===== config.mk =====
export PLATFORM = sky130hd
export DESIGN_NAME = quad_bram_ctrl
export DESIGN_NICKNAME = d
export VERILOG_FILES = /design/src/rtl/quad_ctrl_pkg.sv /design/src/rtl/quad_job_fsm.sv /design/src/rtl/pfb_row_reader.sv /design/src/rtl/pix_seq_reader.sv /design/src/rtl/ce_dispatch.sv /design/src/rtl/quad_bram_ctrl.sv
export VERILOG_INCLUDE_DIRS = /design/src /design/src/rtl
export SDC_FILE = /design/constraint.sdc
export NUM_CORES = 1
export LEC_CHECK = 0
export ABC_AREA = 1
export BUFFER_PORTS_ARGS = -buffer_cell sky130_fd_sc_hd__buf_2
export CORE_MARGIN = 2
export CORE_UTILIZATION = 42
export DETAILED_ROUTE_END_ITERATION = 12
export PLACE_DENSITY = 0.7
export SLEW_MARGIN = 10
export SYNTH_ARGS = -nofsm -noshare
export SYNTH_HDL_FRONTEND = slang
export SYNTH_SLANG_ARGS = --single-unit
export TNS_END_PERCENT = 1

===== constraint.sdc =====
create_clock -name clk -period 1.6 [get_ports clk]
set_clock_uncertainty 0.15 [all_clocks]
set_input_delay 0.24 -clock clk [delete_from_list [all_inputs] [get_ports clk]]
set_output_delay 0.24 -clock clk [all_outputs]
set_load 0.03 [all_outputs]

===== src/rtl/quad_ctrl_config.svh =====
`ifndef QUAD_CTRL_CONFIG_SVH
`define QUAD_CTRL_CONFIG_SVH

////////////////////////////////////////
// Row buffer geometry
////////////////////////////////////////
`define ROW_BUF_BRAM_DEPTH 1024
`define ROW_IDX_W $clog2(`ROW_BUF_BRAM_DEPTH)

// Pixel-sequence BRAM address and count width
`define SEQ_ADDR_W 12

////////////////////////////////////////
// Engine array
////////////////////////////////////////
`define NUM_AWE 4
`define NUM_CE_PER_AWE 2
`define NUM_CE (`NUM_AWE * `NUM_CE_PER_AWE)

// One 3x3 window takes this many sequence reads
`define WINDOW_NUM_CYCLES 6
`define SEQ_RD_LATENCY 3
`define PRIME_ROWS 3

`endif


===== src/rtl/quad_ctrl_pkg.sv =====
`include "quad_ctrl_config.svh"

package quad_ctrl_pkg;

    ////////////////////////////////////////
    // Job FSM states
    ////////////////////////////////////////
    typedef enum logic [2:0] {
        IDLE,
        PRIME_BUFFER,
        WAIT_PFB_LOAD,
        CE_ACTIVE,
        WAIT_JOB_DONE,
        SEND_COMPLETE
    } quad_state_t;

    // Row and column index into a row buffer
    typedef logic [`ROW_IDX_W-1:0] row_idx_t;

    typedef logic [`SEQ_ADDR_W-1:0] seq_addr_t;

    // One execute bit per convolution engine
    typedef logic [`NUM_CE-1:0] ce_mask_t;

    // Oldest physical row buffer of four
    typedef logic [1:0] gray_t;
    typedef logic [$clog2(`WINDOW_NUM_CYCLES)-1:0] win_cyc_t;

endpackage


===== src/rtl/quad_job_fsm.sv =====
`timescale 1ns/10ps
`include "quad_ctrl_config.svh"

module quad_job_fsm (
    input  logic                       clk,
    input  logic                       rst,
    input  quad_ctrl_pkg::row_idx_t    num_expd_input_rows,
    input  logic                       job_start,
    input  logic                       job_complete_ack,
    input  logic                       pipeline_flushed,
    input  logic                       fetch_done,
    input  logic                       buf_empty,
    input  quad_ctrl_pkg::row_idx_t    input_row,
    input  logic                       pass_done,
    output quad_ctrl_pkg::quad_state_t state,
    output logic                       job_accept,
    output logic                       job_complete,
    output logic                       fetch_go,
    output logic                       read_enable,
    output logic                       pass_start,
    output logic                       advance_gray,
    output logic                       clear_gray
);

    // Where to resume once the fetched row has landed
    quad_ctrl_pkg::quad_state_t return_state;
    logic                       pass_live;
    logic                       rows_left;
    logic                       primed;

    assign rows_left = (input_row <= num_expd_input_rows);
    assign primed    = (input_row >= quad_ctrl_pkg::row_idx_t'(`PRIME_ROWS));

    ////////////////////////////////////////
    // Levels and strobes decoded from state
    ////////////////////////////////////////
    assign fetch_go    = (state == quad_ctrl_pkg::WAIT_PFB_LOAD);
    assign read_enable = (state == quad_ctrl_pkg::PRIME_BUFFER) ||
                         (state == quad_ctrl_pkg::CE_ACTIVE);
    assign clear_gray  = (state == quad_ctrl_pkg::IDLE) && job_start;

    // A pass begins once the freshly fetched row has drained
    assign pass_start   = (state == quad_ctrl_pkg::CE_ACTIVE) && !pass_live && buf_empty;
    assign advance_gray = (state == quad_ctrl_pkg::CE_ACTIVE) && pass_live && pass_done;

    ////////////////////////////////////////
    // Job sequencing
    ////////////////////////////////////////
    always_ff @(posedge clk) begin
        if (rst) begin
            state        <= quad_ctrl_pkg::IDLE;
            return_state <= quad_ctrl_pkg::PRIME_BUFFER;
            pass_live    <= 1'b0;
            job_accept   <= 1'b0;
            job_complete <= 1'b0;
        end else begin
            job_accept <= 1'b0;
            case (state)
                quad_ctrl_pkg::IDLE: begin
                    if (job_start) begin
                        job_accept <= 1'b1;
                        state      <= quad_ctrl_pkg::PRIME_BUFFER;
                    end
                end
                quad_ctrl_pkg::PRIME_BUFFER: begin
                    // Fill rows until the first window has three rows to work on
                    if (buf_empty && !primed) begin
                        return_state <= quad_ctrl_pkg::PRIME_BUFFER;
                        state        <= quad_ctrl_pkg::WAIT_PFB_LOAD;
                    end else if (buf_empty) begin
                        state <= quad_ctrl_pkg::CE_ACTIVE;
                    end
                end
                quad_ctrl_pkg::WAIT_PFB_LOAD: begin
                    if (fetch_done) begin
                        state <= return_state;
                    end
                end
                quad_ctrl_pkg::CE_ACTIVE: begin
                    if (pass_start) begin
                        pass_live <= 1'b1;
                    end
                    if (advance_gray) begin
                        pass_live <= 1'b0;
                        if (rows_left) begin
                            return_state <= quad_ctrl_pkg::CE_ACTIVE;
                            state        <= quad_ctrl_pkg::WAIT_PFB_LOAD;
                        end else begin
                            state <= quad_ctrl_pkg::WAIT_JOB_DONE;
                        end
                    end
                end
                quad_ctrl_pkg::WAIT_JOB_DONE: begin
                    if (pipeline_flushed) begin
                        job_complete <= 1'b1;
                        state        <= quad_ctrl_pkg::SEND_COMPLETE;
                    end
                end
                quad_ctrl_pkg::SEND_COMPLETE: begin
                    if (job_complete_ack) begin
                        job_complete <= 1'b0;
                        state        <= quad_ctrl_pkg::IDLE;
                    end
                end
                default: begin
                    state <= quad_ctrl_pkg::IDLE;
                end
            endcase
        end
    end

    // Accept only ever follows an idle cycle with the job taken
    a_accept_after_idle: assert property (@(posedge clk) disable iff (rst)
        job_accept |-> ($past(state) == quad_ctrl_pkg::IDLE) &&
                       (state == quad_ctrl_pkg::PRIME_BUFFER));

    a_complete_in_send: assert property (@(posedge clk) disable iff (rst)
        $rose(job_complete) |-> (state == quad_ctrl_pkg::SEND_COMPLETE) &&
                                $past(pipeline_flushed));

endmodule


===== src/rtl/pfb_row_reader.sv =====
`timescale 1ns/10ps
`include "quad_ctrl_config.svh"

module pfb_row_reader (
    input  logic                    clk,
    input  logic                    rst,
    input  quad_ctrl_pkg::row_idx_t num_expd_input_cols,
    input  logic                    fetch_go,
    input  logic                    read_enable,
    input  logic                    job_fetch_ack,
    input  logic                    job_fetch_complete,
    input  logic                    job_complete_ack,
    output logic                    job_fetch_request,
    output logic                    job_fetch_in_progress,
    output logic                    fetch_done,
    output logic                    buf_empty,
    output logic                    pfb_rden,
    output quad_ctrl_pkg::row_idx_t input_row,
    output quad_ctrl_pkg::row_idx_t input_col,
    output logic                    next_row
);

    // One extra bit so a full row of depth pixels still fits
    logic [`ROW_IDX_W:0] pfb_count;
    logic                row_end;

    assign fetch_done = job_fetch_complete && job_fetch_in_progress;
    assign buf_empty  = (pfb_count == '0);
    assign pfb_rden   = read_enable && !buf_empty;
    assign row_end    = pfb_rden && (input_col == num_expd_input_cols);

    ////////////////////////////////////////
    // Fetch request and ack exchange
    ////////////////////////////////////////
    always_ff @(posedge clk) begin
        if (rst) begin
            job_fetch_request     <= 1'b0;
            job_fetch_in_progress <= 1'b0;
        end else begin
            if (job_fetch_ack && job_fetch_request) begin
                job_fetch_request     <= 1'b0;
                job_fetch_in_progress <= 1'b1;
            end else if (fetch_go && !job_fetch_in_progress) begin
                job_fetch_request <= 1'b1;
            end
            if (fetch_done) begin
                job_fetch_in_progress <= 1'b0;
            end
        end
    end

    // Buffer occupancy, a full row per completed fetch
    always_ff @(posedge clk) begin
        if (rst) begin
            pfb_count <= '0;
        end else if (fetch_done) begin
            pfb_count <= {1'b0, num_expd_input_cols} + 1'b1;
        end else if (pfb_rden) begin
            pfb_count <= pfb_count - 1'b1;
        end
    end

    ////////////////////////////////////////
    // Input row and column position
    ////////////////////////////////////////
    always_ff @(posedge clk) begin
        if (rst) begin
            input_row <= '0;
            input_col <= '0;
            next_row  <= 1'b0;
        end else begin
            next_row <= row_end;
            if (job_complete_ack) begin
                input_row <= '0;
                input_col <= '0;
            end else if (row_end) begin
                input_col <= '0;
                input_row <= input_row + 1'b1;
            end else if (pfb_rden) begin
                input_col <= input_col + 1'b1;
            end
        end
    end

    // Occupancy and column together always make up one row
    a_read_in_row: assert property (@(posedge clk) disable iff (rst)
        pfb_rden |-> (pfb_count + {1'b0, input_col} == {1'b0, num_expd_input_cols} + 1'b1));

    a_complete_in_progress: assert property (@(posedge clk) disable iff (rst)
        job_fetch_complete |-> job_fetch_in_progress);

endmodule


===== src/rtl/pix_seq_reader.sv =====
`timescale 1ns/10ps
`include "quad_ctrl_config.svh"

module pix_seq_reader (
    input  logic                     clk,
    input  logic                     rst,
    input  quad_ctrl_pkg::seq_addr_t pix_seq_data_full_count,
    input  logic                     pass_start,
    output logic                     pix_seq_bram_rden,
    output quad_ctrl_pkg::seq_addr_t pix_seq_bram_rdaddr,
    output quad_ctrl_pkg::win_cyc_t  cycle_counter
);

    // Reads still owed in the current pass
    quad_ctrl_pkg::seq_addr_t seq_remaining;
    logic                     window_end;

    assign pix_seq_bram_rden = (seq_remaining != '0);
    assign window_end =
        (cycle_counter == quad_ctrl_pkg::win_cyc_t'(`WINDOW_NUM_CYCLES - 1));

    ////////////////////////////////////////
    // Sequence read stream
    ////////////////////////////////////////
    always_ff @(posedge clk) begin
        if (rst) begin
            seq_remaining <= '0;
        end else if (pass_start) begin
            seq_remaining <= pix_seq_data_full_count;
        end else if (pix_seq_bram_rden) begin
            seq_remaining <= seq_remaining - 1'b1;
        end
    end

    // Address restarts at 0 for every pass
    always_ff @(posedge clk) begin
        if (rst) begin
            pix_seq_bram_rdaddr <= '0;
        end else if (pass_start) begin
            pix_seq_bram_rdaddr <= '0;
        end else if (pix_seq_bram_rden) begin
            pix_seq_bram_rdaddr <= pix_seq_bram_rdaddr + 1'b1;
        end
    end

    ////////////////////////////////////////
    // Window cycle position
    ////////////////////////////////////////
    always_ff @(posedge clk) begin
        if (rst) begin
            cycle_counter <= '0;
        end else if (pass_start) begin
            cycle_counter <= '0;
        end else if (pix_seq_bram_rden) begin
            if (window_end) begin
                cycle_counter <= '0;
            end else begin
                cycle_counter <= cycle_counter + 1'b1;
            end
        end
    end

    // FSM waits for the stream to drain before the next pass
    a_no_overlap: assert property (@(posedge clk) disable iff (rst)
        pass_start |-> !pix_seq_bram_rden);

endmodule


===== src/rtl/ce_dispatch.sv =====
`timescale 1ns/10ps
`include "quad_ctrl_config.svh"

module ce_dispatch (
    input  logic                    clk,
    input  logic                    rst,
    input  logic                    seq_rden,
    input  logic                    advance_gray,
    input  logic                    clear_gray,
    output quad_ctrl_pkg::ce_mask_t ce_execute,
    output quad_ctrl_pkg::gray_t    gray_code,
    output logic                    pass_done
);

    // Read latency stages followed by the per-engine skew
    localparam int CHAIN_LEN = `SEQ_RD_LATENCY + `NUM_CE - 1;

    logic [CHAIN_LEN-1:0] exe_chain;
    logic                 last_lane_q;
    quad_ctrl_pkg::gray_t row_buf_cnt;

    ////////////////////////////////////////
    // Execute strobe chain
    ////////////////////////////////////////
    always_ff @(posedge clk) begin
        if (rst) begin
            exe_chain   <= '0;
            last_lane_q <= 1'b0;
        end else begin
            exe_chain   <= {exe_chain[CHAIN_LEN-2:0], seq_rden};
            last_lane_q <= ce_execute[`NUM_CE-1];
        end
    end

    // Lane 0 sits at the end of the latency stages
    assign ce_execute = exe_chain[CHAIN_LEN-1 -: `NUM_CE];
    assign pass_done  = last_lane_q && !ce_execute[`NUM_CE-1];

    // Oldest row buffer, counted in binary
    always_ff @(posedge clk) begin
        if (rst) begin
            row_buf_cnt <= '0;
        end else if (clear_gray) begin
            row_buf_cnt <= '0;
        end else if (advance_gray) begin
            row_buf_cnt <= row_buf_cnt + 1'b1;
        end
    end

    assign gray_code = {row_buf_cnt[1], row_buf_cnt[1] ^ row_buf_cnt[0]};

    a_rotate_when_idle: assert property (@(posedge clk) disable iff (rst)
        advance_gray |-> (ce_execute == '0));

endmodule


===== src/rtl/quad_bram_ctrl.sv =====
`timescale 1ns/10ps

module quad_bram_ctrl (
    input  logic                       clk,
    input  logic                       rst,
    input  quad_ctrl_pkg::row_idx_t    num_expd_input_cols,
    input  quad_ctrl_pkg::row_idx_t    num_expd_input_rows,
    input  quad_ctrl_pkg::seq_addr_t   pix_seq_data_full_count,
    input  logic                       job_start,
    input  logic                       job_fetch_ack,
    input  logic                       job_fetch_complete,
    input  logic                       job_complete_ack,
    input  logic                       pipeline_flushed,
    output logic                       job_accept,
    output logic                       job_fetch_request,
    output logic                       job_fetch_in_progress,
    output logic                       job_complete,
    output quad_ctrl_pkg::quad_state_t state,
    output quad_ctrl_pkg::row_idx_t    input_row,
    output quad_ctrl_pkg::row_idx_t    input_col,
    output logic                       next_row,
    output logic                       pfb_rden,
    output logic                       pix_seq_bram_rden,
    output quad_ctrl_pkg::seq_addr_t   pix_seq_bram_rdaddr,
    output quad_ctrl_pkg::win_cyc_t    cycle_counter,
    output quad_ctrl_pkg::ce_mask_t    ce_execute,
    output quad_ctrl_pkg::gray_t       gray_code
);

    logic fetch_go;
    logic read_enable;
    logic fetch_done;
    logic buf_empty;
    logic pass_start;
    logic pass_done;
    logic advance_gray;
    logic clear_gray;

    ////////////////////////////////////////
    // Job sequencing
    ////////////////////////////////////////
    quad_job_fsm u_fsm (
        .clk                 (clk),
        .rst                 (rst),
        .num_expd_input_rows (num_expd_input_rows),
        .job_start           (job_start),
        .job_complete_ack    (job_complete_ack),
        .pipeline_flushed    (pipeline_flushed),
        .fetch_done          (fetch_done),
        .buf_empty           (buf_empty),
        .input_row           (input_row),
        .pass_done           (pass_done),
        .state               (state),
        .job_accept          (job_accept),
        .job_complete        (job_complete),
        .fetch_go            (fetch_go),
        .read_enable         (read_enable),
        .pass_start          (pass_start),
        .advance_gray        (advance_gray),
        .clear_gray          (clear_gray)
    );

    // Row fetch and prefetch buffer read-out
    pfb_row_reader u_pfb (
        .clk                   (clk),
        .rst                   (rst),
        .num_expd_input_cols   (num_expd_input_cols),
        .fetch_go              (fetch_go),
        .read_enable           (read_enable),
        .job_fetch_ack         (job_fetch_ack),
        .job_fetch_complete    (job_fetch_complete),
        .job_complete_ack      (job_complete_ack),
        .job_fetch_request     (job_fetch_request),
        .job_fetch_in_progress (job_fetch_in_progress),
        .fetch_done            (fetch_done),
        .buf_empty             (buf_empty),
        .pfb_rden              (pfb_rden),
        .input_row             (input_row),
        .input_col             (input_col),
        .next_row              (next_row)
    );

    pix_seq_reader u_seq (
        .clk                     (clk),
        .rst                     (rst),
        .pix_seq_data_full_count (pix_seq_data_full_count),
        .pass_start              (pass_start),
        .pix_seq_bram_rden       (pix_seq_bram_rden),
        .pix_seq_bram_rdaddr     (pix_seq_bram_rdaddr),
        .cycle_counter           (cycle_counter)
    );

    // Engine strobes and row buffer rotation
    ce_dispatch u_ce (
        .clk          (clk),
        .rst          (rst),
        .seq_rden     (pix_seq_bram_rden),
        .advance_gray (advance_gray),
        .clear_gray   (clear_gray),
        .ce_execute   (ce_execute),
        .gray_code    (gray_code),
        .pass_done    (pass_done)
    );

endmodule


==> results of run 1 <==
state kept, by name, summed over array words and instances, names as in the netlist:
name,flops
u_seq.cycle_counter,3
u_pfb.input_row,10
u_seq.pix_seq_bram_rdaddr,12
u_pfb.next_row,1
u_fsm.job_complete,1
u_fsm.job_accept,1
u_ce.exe_chain,10
u_fsm.pass_live,1
u_fsm.return_state,1
u_pfb.pfb_count,11
u_pfb.job_fetch_request,1
u_ce.last_lane_q,1
u_ce.row_buf_cnt,2
u_pfb.job_fetch_in_progress,1
u_fsm.state,3
u_pfb.input_col,10
u_seq.seq_remaining,12
cell families after synthesis:
| logic type | count (synthesis) | synth area share |
|---|---|---|
| AO/OA/AOI/OAI | 102 | 0.113 |
| XOR/XNOR | 33 | 0.0599 |
| adder cells (fa/ha/maj) | 16 | 0.0415 |
| buffers and inverters | 128 | 0.114 |
| flip-flops | 81 | 0.336 |
| AND/OR/NAND/NOR | 355 | 0.335 |
worst max-delay path by stage:
stage,from,to,slack [ns],depth (start not counted)
2_1_floorplan,u_pfb.input_col[3]$_SDFFE_PP0P_,u_pfb.input_row[1]$_SDFFE_PP0P_,-0.06,9
3_3_place_gp,u_pfb.pfb_count[1]$_SDFFE_PP0P_,pfb_rden,-0.14,9
3_5_place_dp,u_pfb.pfb_count[1]$_SDFFE_PP0P_,u_pfb.input_col[4]$_SDFFE_PP0P_,-0.18,10
4_1_cts,u_seq.seq_remaining[0]$_SDFFE_PP0P_,pix_seq_bram_rden,-0.26,8
5_1_grt,u_seq.seq_remaining[0]$_SDFFE_PP0P_,pix_seq_bram_rden,-0.32,8
6_report,u_seq.seq_remaining[0]$_SDFFE_PP0P_,pix_seq_bram_rden,-0.25,8
cell type report:
class                      count  area [µm²]
sequential                    81        1660
multi-input combinational    506        2860
clock inverter                 6        88.8
inverter                     103         397
clock buffer                  10         229
timing repair buffer         211        1430
tap                          143         179
fill                        1039        4480
worst max-delay path, delay by kind of cell, from the launching register on:
family,cells,cell delay (ns)
flip-flops,1,0.32
buffers and inverters,2,0.22
AND/OR/NAND/NOR,5,0.44
adder cells (fa/ha/maj),1,0.15
report_power, final:
group / internal [µW] / leakage, µW / switching (µW)
Combinational: 2630 / 0.00244 / 3090
Clock: 1370 / 0.000157 / 869
Sequential: 2380 / 0.000671 / 253
per-stage QoR:
stage / utilization / cell area [µm²] / setup TNS, ns
floorplan: - / 4890 / -1.22
detailed placement: 0.542 / 6130 / -5.58
CTS: 0.594 / 6730 / -4.80
finish: 0.604 / 6840 / -4.97
global route: 0.604 / 6840 / -10.94
global placement: 0.542 / 6130 / -3.59
timing repair:
item	4_1_cts	5_1_grt
endpoints found under the hold margin	4	0
cloned	0	0
setup buffers	11	3
pin swaps	10	6
gates resized for setup	54	24
setup endpoints to repair	64	68
hold buffers	4	0
layout by cell type, fill, tap and decap left out, types with 3 or more instances in the layout:
cell type / count
buf_4: 105
o21ai_1: 10
a31oi_1: 3
nand2_2: 11
dfxtp_2: 24
nand3_1: 52
xnor2_1: 9
buf_2: 91
xor2_1: 24
or2_2: 4
o21ai_2: 3
inv_4: 3
o21ai_0: 18
nor3_2: 5
nand4_1: 12
a21oi_2: 6
nor2_1: 65
nand2_4: 8
buf_6: 8
nor2_4: 8
inv_1: 89
nor2_2: 12
dfxtp_1: 56
nand2_1: 155
clkbuf_16: 9
o211ai_1: 3
ha_1: 14
a21oi_1: 52
dlygate4sd3_1: 4
inv_2: 11
nor3_1: 12
layer usage:
layer | wire length (µm) | vias to the layer above | global-route usage
met3 | 621 | 24 | 0.0355
met2 | 6030 | 130 | 0.339
met1 | 5970 | 2256 | 0.274
li1 | - | 2677 | -
met5 | 0 | - | 0
met4 | 276 | 0 | 0.0856
==> flow_summary.toml, run 1 <==
[outcome]
outcome = "finished, violations left"
violations = "negative setup slack"

[timing]
finalSetupViolCount = 52
max_freq_mhz = 540
hold-worst-slack_ns = 0.0231
worstMarginPinSlew_ns = 0.497
worst_slack_ns = -0.252
period_share = 1.16
period_minus_slack_ns = 1.85
drv_slew = 0
maxSlewHeadroom = 0.667
grt_setup_unrepaired = "true"
hold_viol_final = 0

[power_and_ir_drop]
vdd.ir_drop.worst_mv = 0.942
power_density_mw_per_mm2 = 1550
p_leak_uw = 0.00327
finalPower_uw = 10600

[finish]
fin_cells = 1060
layout-drive-gt1-share = 0.359
syn2layout_area_growth_pct = 41.8
antennaDiodeCount = 0
design.final.nets = 967

[drt]
antenna_left = 0
wl_per_cell_um = 12.2
drt_wl_total_um = 12900
drc = 0
firstDrtPassIters = 7
num_vias = 5087
viasPerCell = 4.80
first_iter_violations = 278

[worst_setup_path]
cp_max_fo = 2
criticalPathCategory = "reg -> out"
reg2reg_setup_slack_ns = -0.17
cp-start-kind = "flip-flop"
crit_top_cell = "nor2_4"
worstReg2RegEnd = "u_seq.seq_remaining[11]$_SDFFE_PP0P_"
critPathMaxStageDelay_ns = 0.32
r2r_cells = 11
r2r-start = "u_pfb.pfb_count[1]$_SDFFE_PP0P_"
crit_arrival_ns = 1.46
path_cells = "inv_2 > ha_4 > nand2_4 > nor2_4 > nand2_2 > nor2_4 > nand3_4 > buf_6"
cp_slowest_cell = "dfxtp_2"
cp-end-kind = "primary output"
required_ns = 1.21

[min_path]
min_path_cells = 3
min_to = "u_seq.seq_remaining[9]$_SDFFE_PP0P_"
hold_start = "pix_seq_data_full_count[9]"
hp-class = "in -> reg"

[clock_network]
numCtsBuffers = 9
cts.clk_slew.worst_paths_ns = 0.07
clk_latency_ns = 0.34
htree_levels = 3
cts_buffer_depth = 2
cts.sink_count = 81
cts_tree = "yes"
clock-root-buffer = "clkbuf_16"

[logic_synthesis]
syn_area_mm2 = 0.00482
yosysSeqAreaShare = 0.336
yosysWarnings = 0
synth_top_area_frac = 0.336
synth-seq-cells = 81
syn_nets = 770
avgSynthCellArea_um2 = 6.74
yosysTopAreaCell = "dfxtp_1"
ys_top_cells_by_area = "dfxtp_1 (34%), nand2_1 (13%), inv_1 (7.5%)"
async_flop_share = 0
ys.flop_type = "dfxtp_1"
netlist_instances = 715
netlist_top_cells_count = "nand2_1 (164), inv_1 (96), dfxtp_1 (81), nor2_1 (75), a21oi_1 (58)"
synth_cell_types = 37
yosysMostFrequentCell = "nand2_1"
synth_edf_count = 0

[global_route]
grt_util_all_layers = 0.208
grt_pass1_vias = 4721
antenna_found_initial = 0
grt_overflow_total = 0
grt_pass1_wl_um = 21400
grt_max_degree = 26

[placement]
dp.cells = 1026
port_buffers = 93
dp_slack_ns = -0.185
gp_congestion = 0.852
hpwl_um = 9540

[floorplanning]
die_w_um = 111
ios = 94
start_util = 0.426
die_y_um = 111
rows = 39
core_area_mm2 = 0.0113
dieArea_mm2 = 0.0124

[flow_run]
drv_cap = 0
Note: power is estimated with default switching activity, not from simulation.
==> run 2: changes to the inputs <==
- CELL_PAD_IN_SITES_DETAIL_PLACEMENT: unset -> 0
- CELL_PAD_IN_SITES_GLOBAL_PLACEMENT: unset -> 2
- CORE_UTILIZATION: 42 -> 27
- PLACE_DENSITY: 0.7 -> 0.8
==> run 2 against run 1 <==
Compared with the run above:
- sequential power is essentially flat
- final cell count grew 8.0%
- sequential share of layout area shrank 0.57 points
- the flow still finishes with violations (negative setup slack)
- power shrank 2.0%
- critical path depth is the same
- core utilization shrank 20 points
- via count shrank 1.8%
- non-clock buffer count grew 2
- flip-flop and latch count is the same
- register-to-register slack is essentially flat
==> flow_summary.toml, run 2 (synthesis results as in run 1) <==
[timing]
finalSetupViolCount = 62
hold_viol_final = 0
max_freq_mhz = 537
hold-worst-slack_ns = 0.00910
grt_setup_unrepaired = "true"
period_share = 1.16
drv_slew = 0
worst_slack_ns = -0.264
maxSlewHeadroom = 0.696
worstMarginPinSlew_ns = 0.452
period_minus_slack_ns = 1.86

[floorplanning]
die_w_um = 138
rows = 48
start_util = 0.278
die_y_um = 138
ios = 94
dieArea_mm2 = 0.0189
core_area_mm2 = 0.0174

[power_and_ir_drop]
power_density_mw_per_mm2 = 1480
p_leak_uw = 0.00329
vdd.ir_drop.worst_mv = 0.767

[clock_network]
cts_buffer_depth = 2
cts_tree = "yes"
numCtsBuffers = 9
cts.sink_count = 81
htree_levels = 3
clk_latency_ns = 0.35
clock-root-buffer = "clkbuf_16"
cts.clk_slew.worst_paths_ns = 0.06

[worst_setup_path]
cp-end-kind = "primary output"
crit_top_cell = "nor2_4"
cp-start-kind = "flip-flop"
path_depth = 8
criticalPathCategory = "reg -> out"
cp_slowest_cell = "dfxtp_2"
cp_top_family = "simple AND/OR/NAND/NOR gates"
r2r-start = "u_pfb.pfb_count[0]$_SDFFE_PP0P_"
cp_max_fo = 2
crit_arrival_ns = 1.47
worstSetupStartpoint = "u_seq.seq_remaining[0]$_SDFFE_PP0P_"
required_ns = 1.21
r2r_cells = 13
critPathMaxStageDelay_ns = 0.32
worst-path-buf-inv = 2
path_cells = "inv_2 > ha_4 > nand2_4 > nor2_4 > nand2_2 > nor2_4 > nand3_4 > buf_6"

[drt]
num_vias = 4993
antenna_left = 0
drt_wl_total_um = 14000
first_iter_violations = 206
drc = 0
viasPerCell = 4.36
wl_per_cell_um = 12.2
firstDrtPassIters = 4

[global_route]
grt_overflow_total = 0
grt_busiest_layer = "met2"
grt_pass1_wl_um = 21800
antenna_found_initial = 0
grt_util_all_layers = 0.148
grt_max_degree = 28
grt_pass1_vias = 4501
met1_usage = 0.197
met2_usage = 0.239
use_met3 = 0.0291

[finish]
syn2layout_area_growth_pct = 45.2
layout_common_cells = "nand2_1 (158), buf_4 (102), buf_2 (91), inv_1 (89), nor2_1 (66)"
layout-drive-gt1-share = 0.370
antennaDiodeCount = 0
top_regs = "u_seq.pix_seq_bram_rdaddr: 12 flops, u_seq.seq_remaining: 12 flops, u_pfb.pfb_count: 11 flops"
fin_cells = 1145
design.final.nets = 970
final_common_cell = "nand2_1"

[min_path]
hp-class = "in -> reg"
hold_start = "pix_seq_data_full_count[2]"
min_path_cells = 3

[outcome]
violations = "negative setup slack"
outcome = "finished, violations left"

[placement]
hpwl_um = 10700
dp.cells = 1111
gp_congestion = 0.843
port_buffers = 93

[flow_run]
drv_cap = 0
[run 2: routing by layer]
layer	wire (µm)	share of wire
met1	6680	0.48
met2	6580	0.47
met3	513	0.037
met4	210	0.015
met5	0	0
[run 2: final timing paths]
path / end / slack (ns)
setup reg to reg: u_seq.seq_remaining[7]$_SDFFE_PP0P_ / -0.18
hold reg to reg: u_ce.exe_chain[2]$_SDFF_PP0_ / 0.26
hold / removal: u_seq.seq_remaining[2]$_SDFFE_PP0P_ / 0.009
setup / recovery: pix_seq_bram_rden / -0.26
[run 2: area by class of cell]
class | count | area, µm²
fillers | 1855 | 10400
flip-flops and latches | 81 | 1660
clock buffers | 10 | 229
clock inverters | 6 | 35.0
multi-input cells | 506 | 2920
well taps | 225 | 282
repair buffers | 213 | 1480
repair inverters | 1 | 7.51
inverters | 103 | 402
[run 2: repair_timing]
action / 4_1_cts / 5_1_grt
buffers inserted: 11 / 3
resized for setup: 52 / 47
endpoints found under the hold margin: 3 / 0
cloned: 1 / 0
hold buffers: 3 / 0
endpoints found under the setup margin: 63 / 67
pin swaps: 13 / 9
[run 2: per-stage QoR]
step	power [µW]	utilization	TNS, ns	setup WS, ns	cell area (µm²)
3_3_place_gp	7500	0.360	-5.87	-0.179	6260
3_5_place_dp	7470	0.360	-7.25	-0.211	6260
4_1_cts	10100	0.392	-8.98	-0.275	6810
6_report	10400	0.403	-6.27	-0.264	7000
2_1_floorplan	5650	-	-1.22	-0.0571	4890
5_1_grt	11200	0.403	-12.67	-0.341	7000
[run 2: worst min-delay path, delay by kind of cell]
family	cells	cell delay [ns]
AOI/OAI and AO/OA	1	0.05
buffers and inverters	1	0.11
and+or+nand+nor	1	0.06
[run 2: where the power goes]
part | total, µW | internal [µW] | switching [µW]
Sequential | 2640 | 2380 | 257
Combinational | 5820 | 2700 | 3130
Clock | 1920 | 1040 | 882
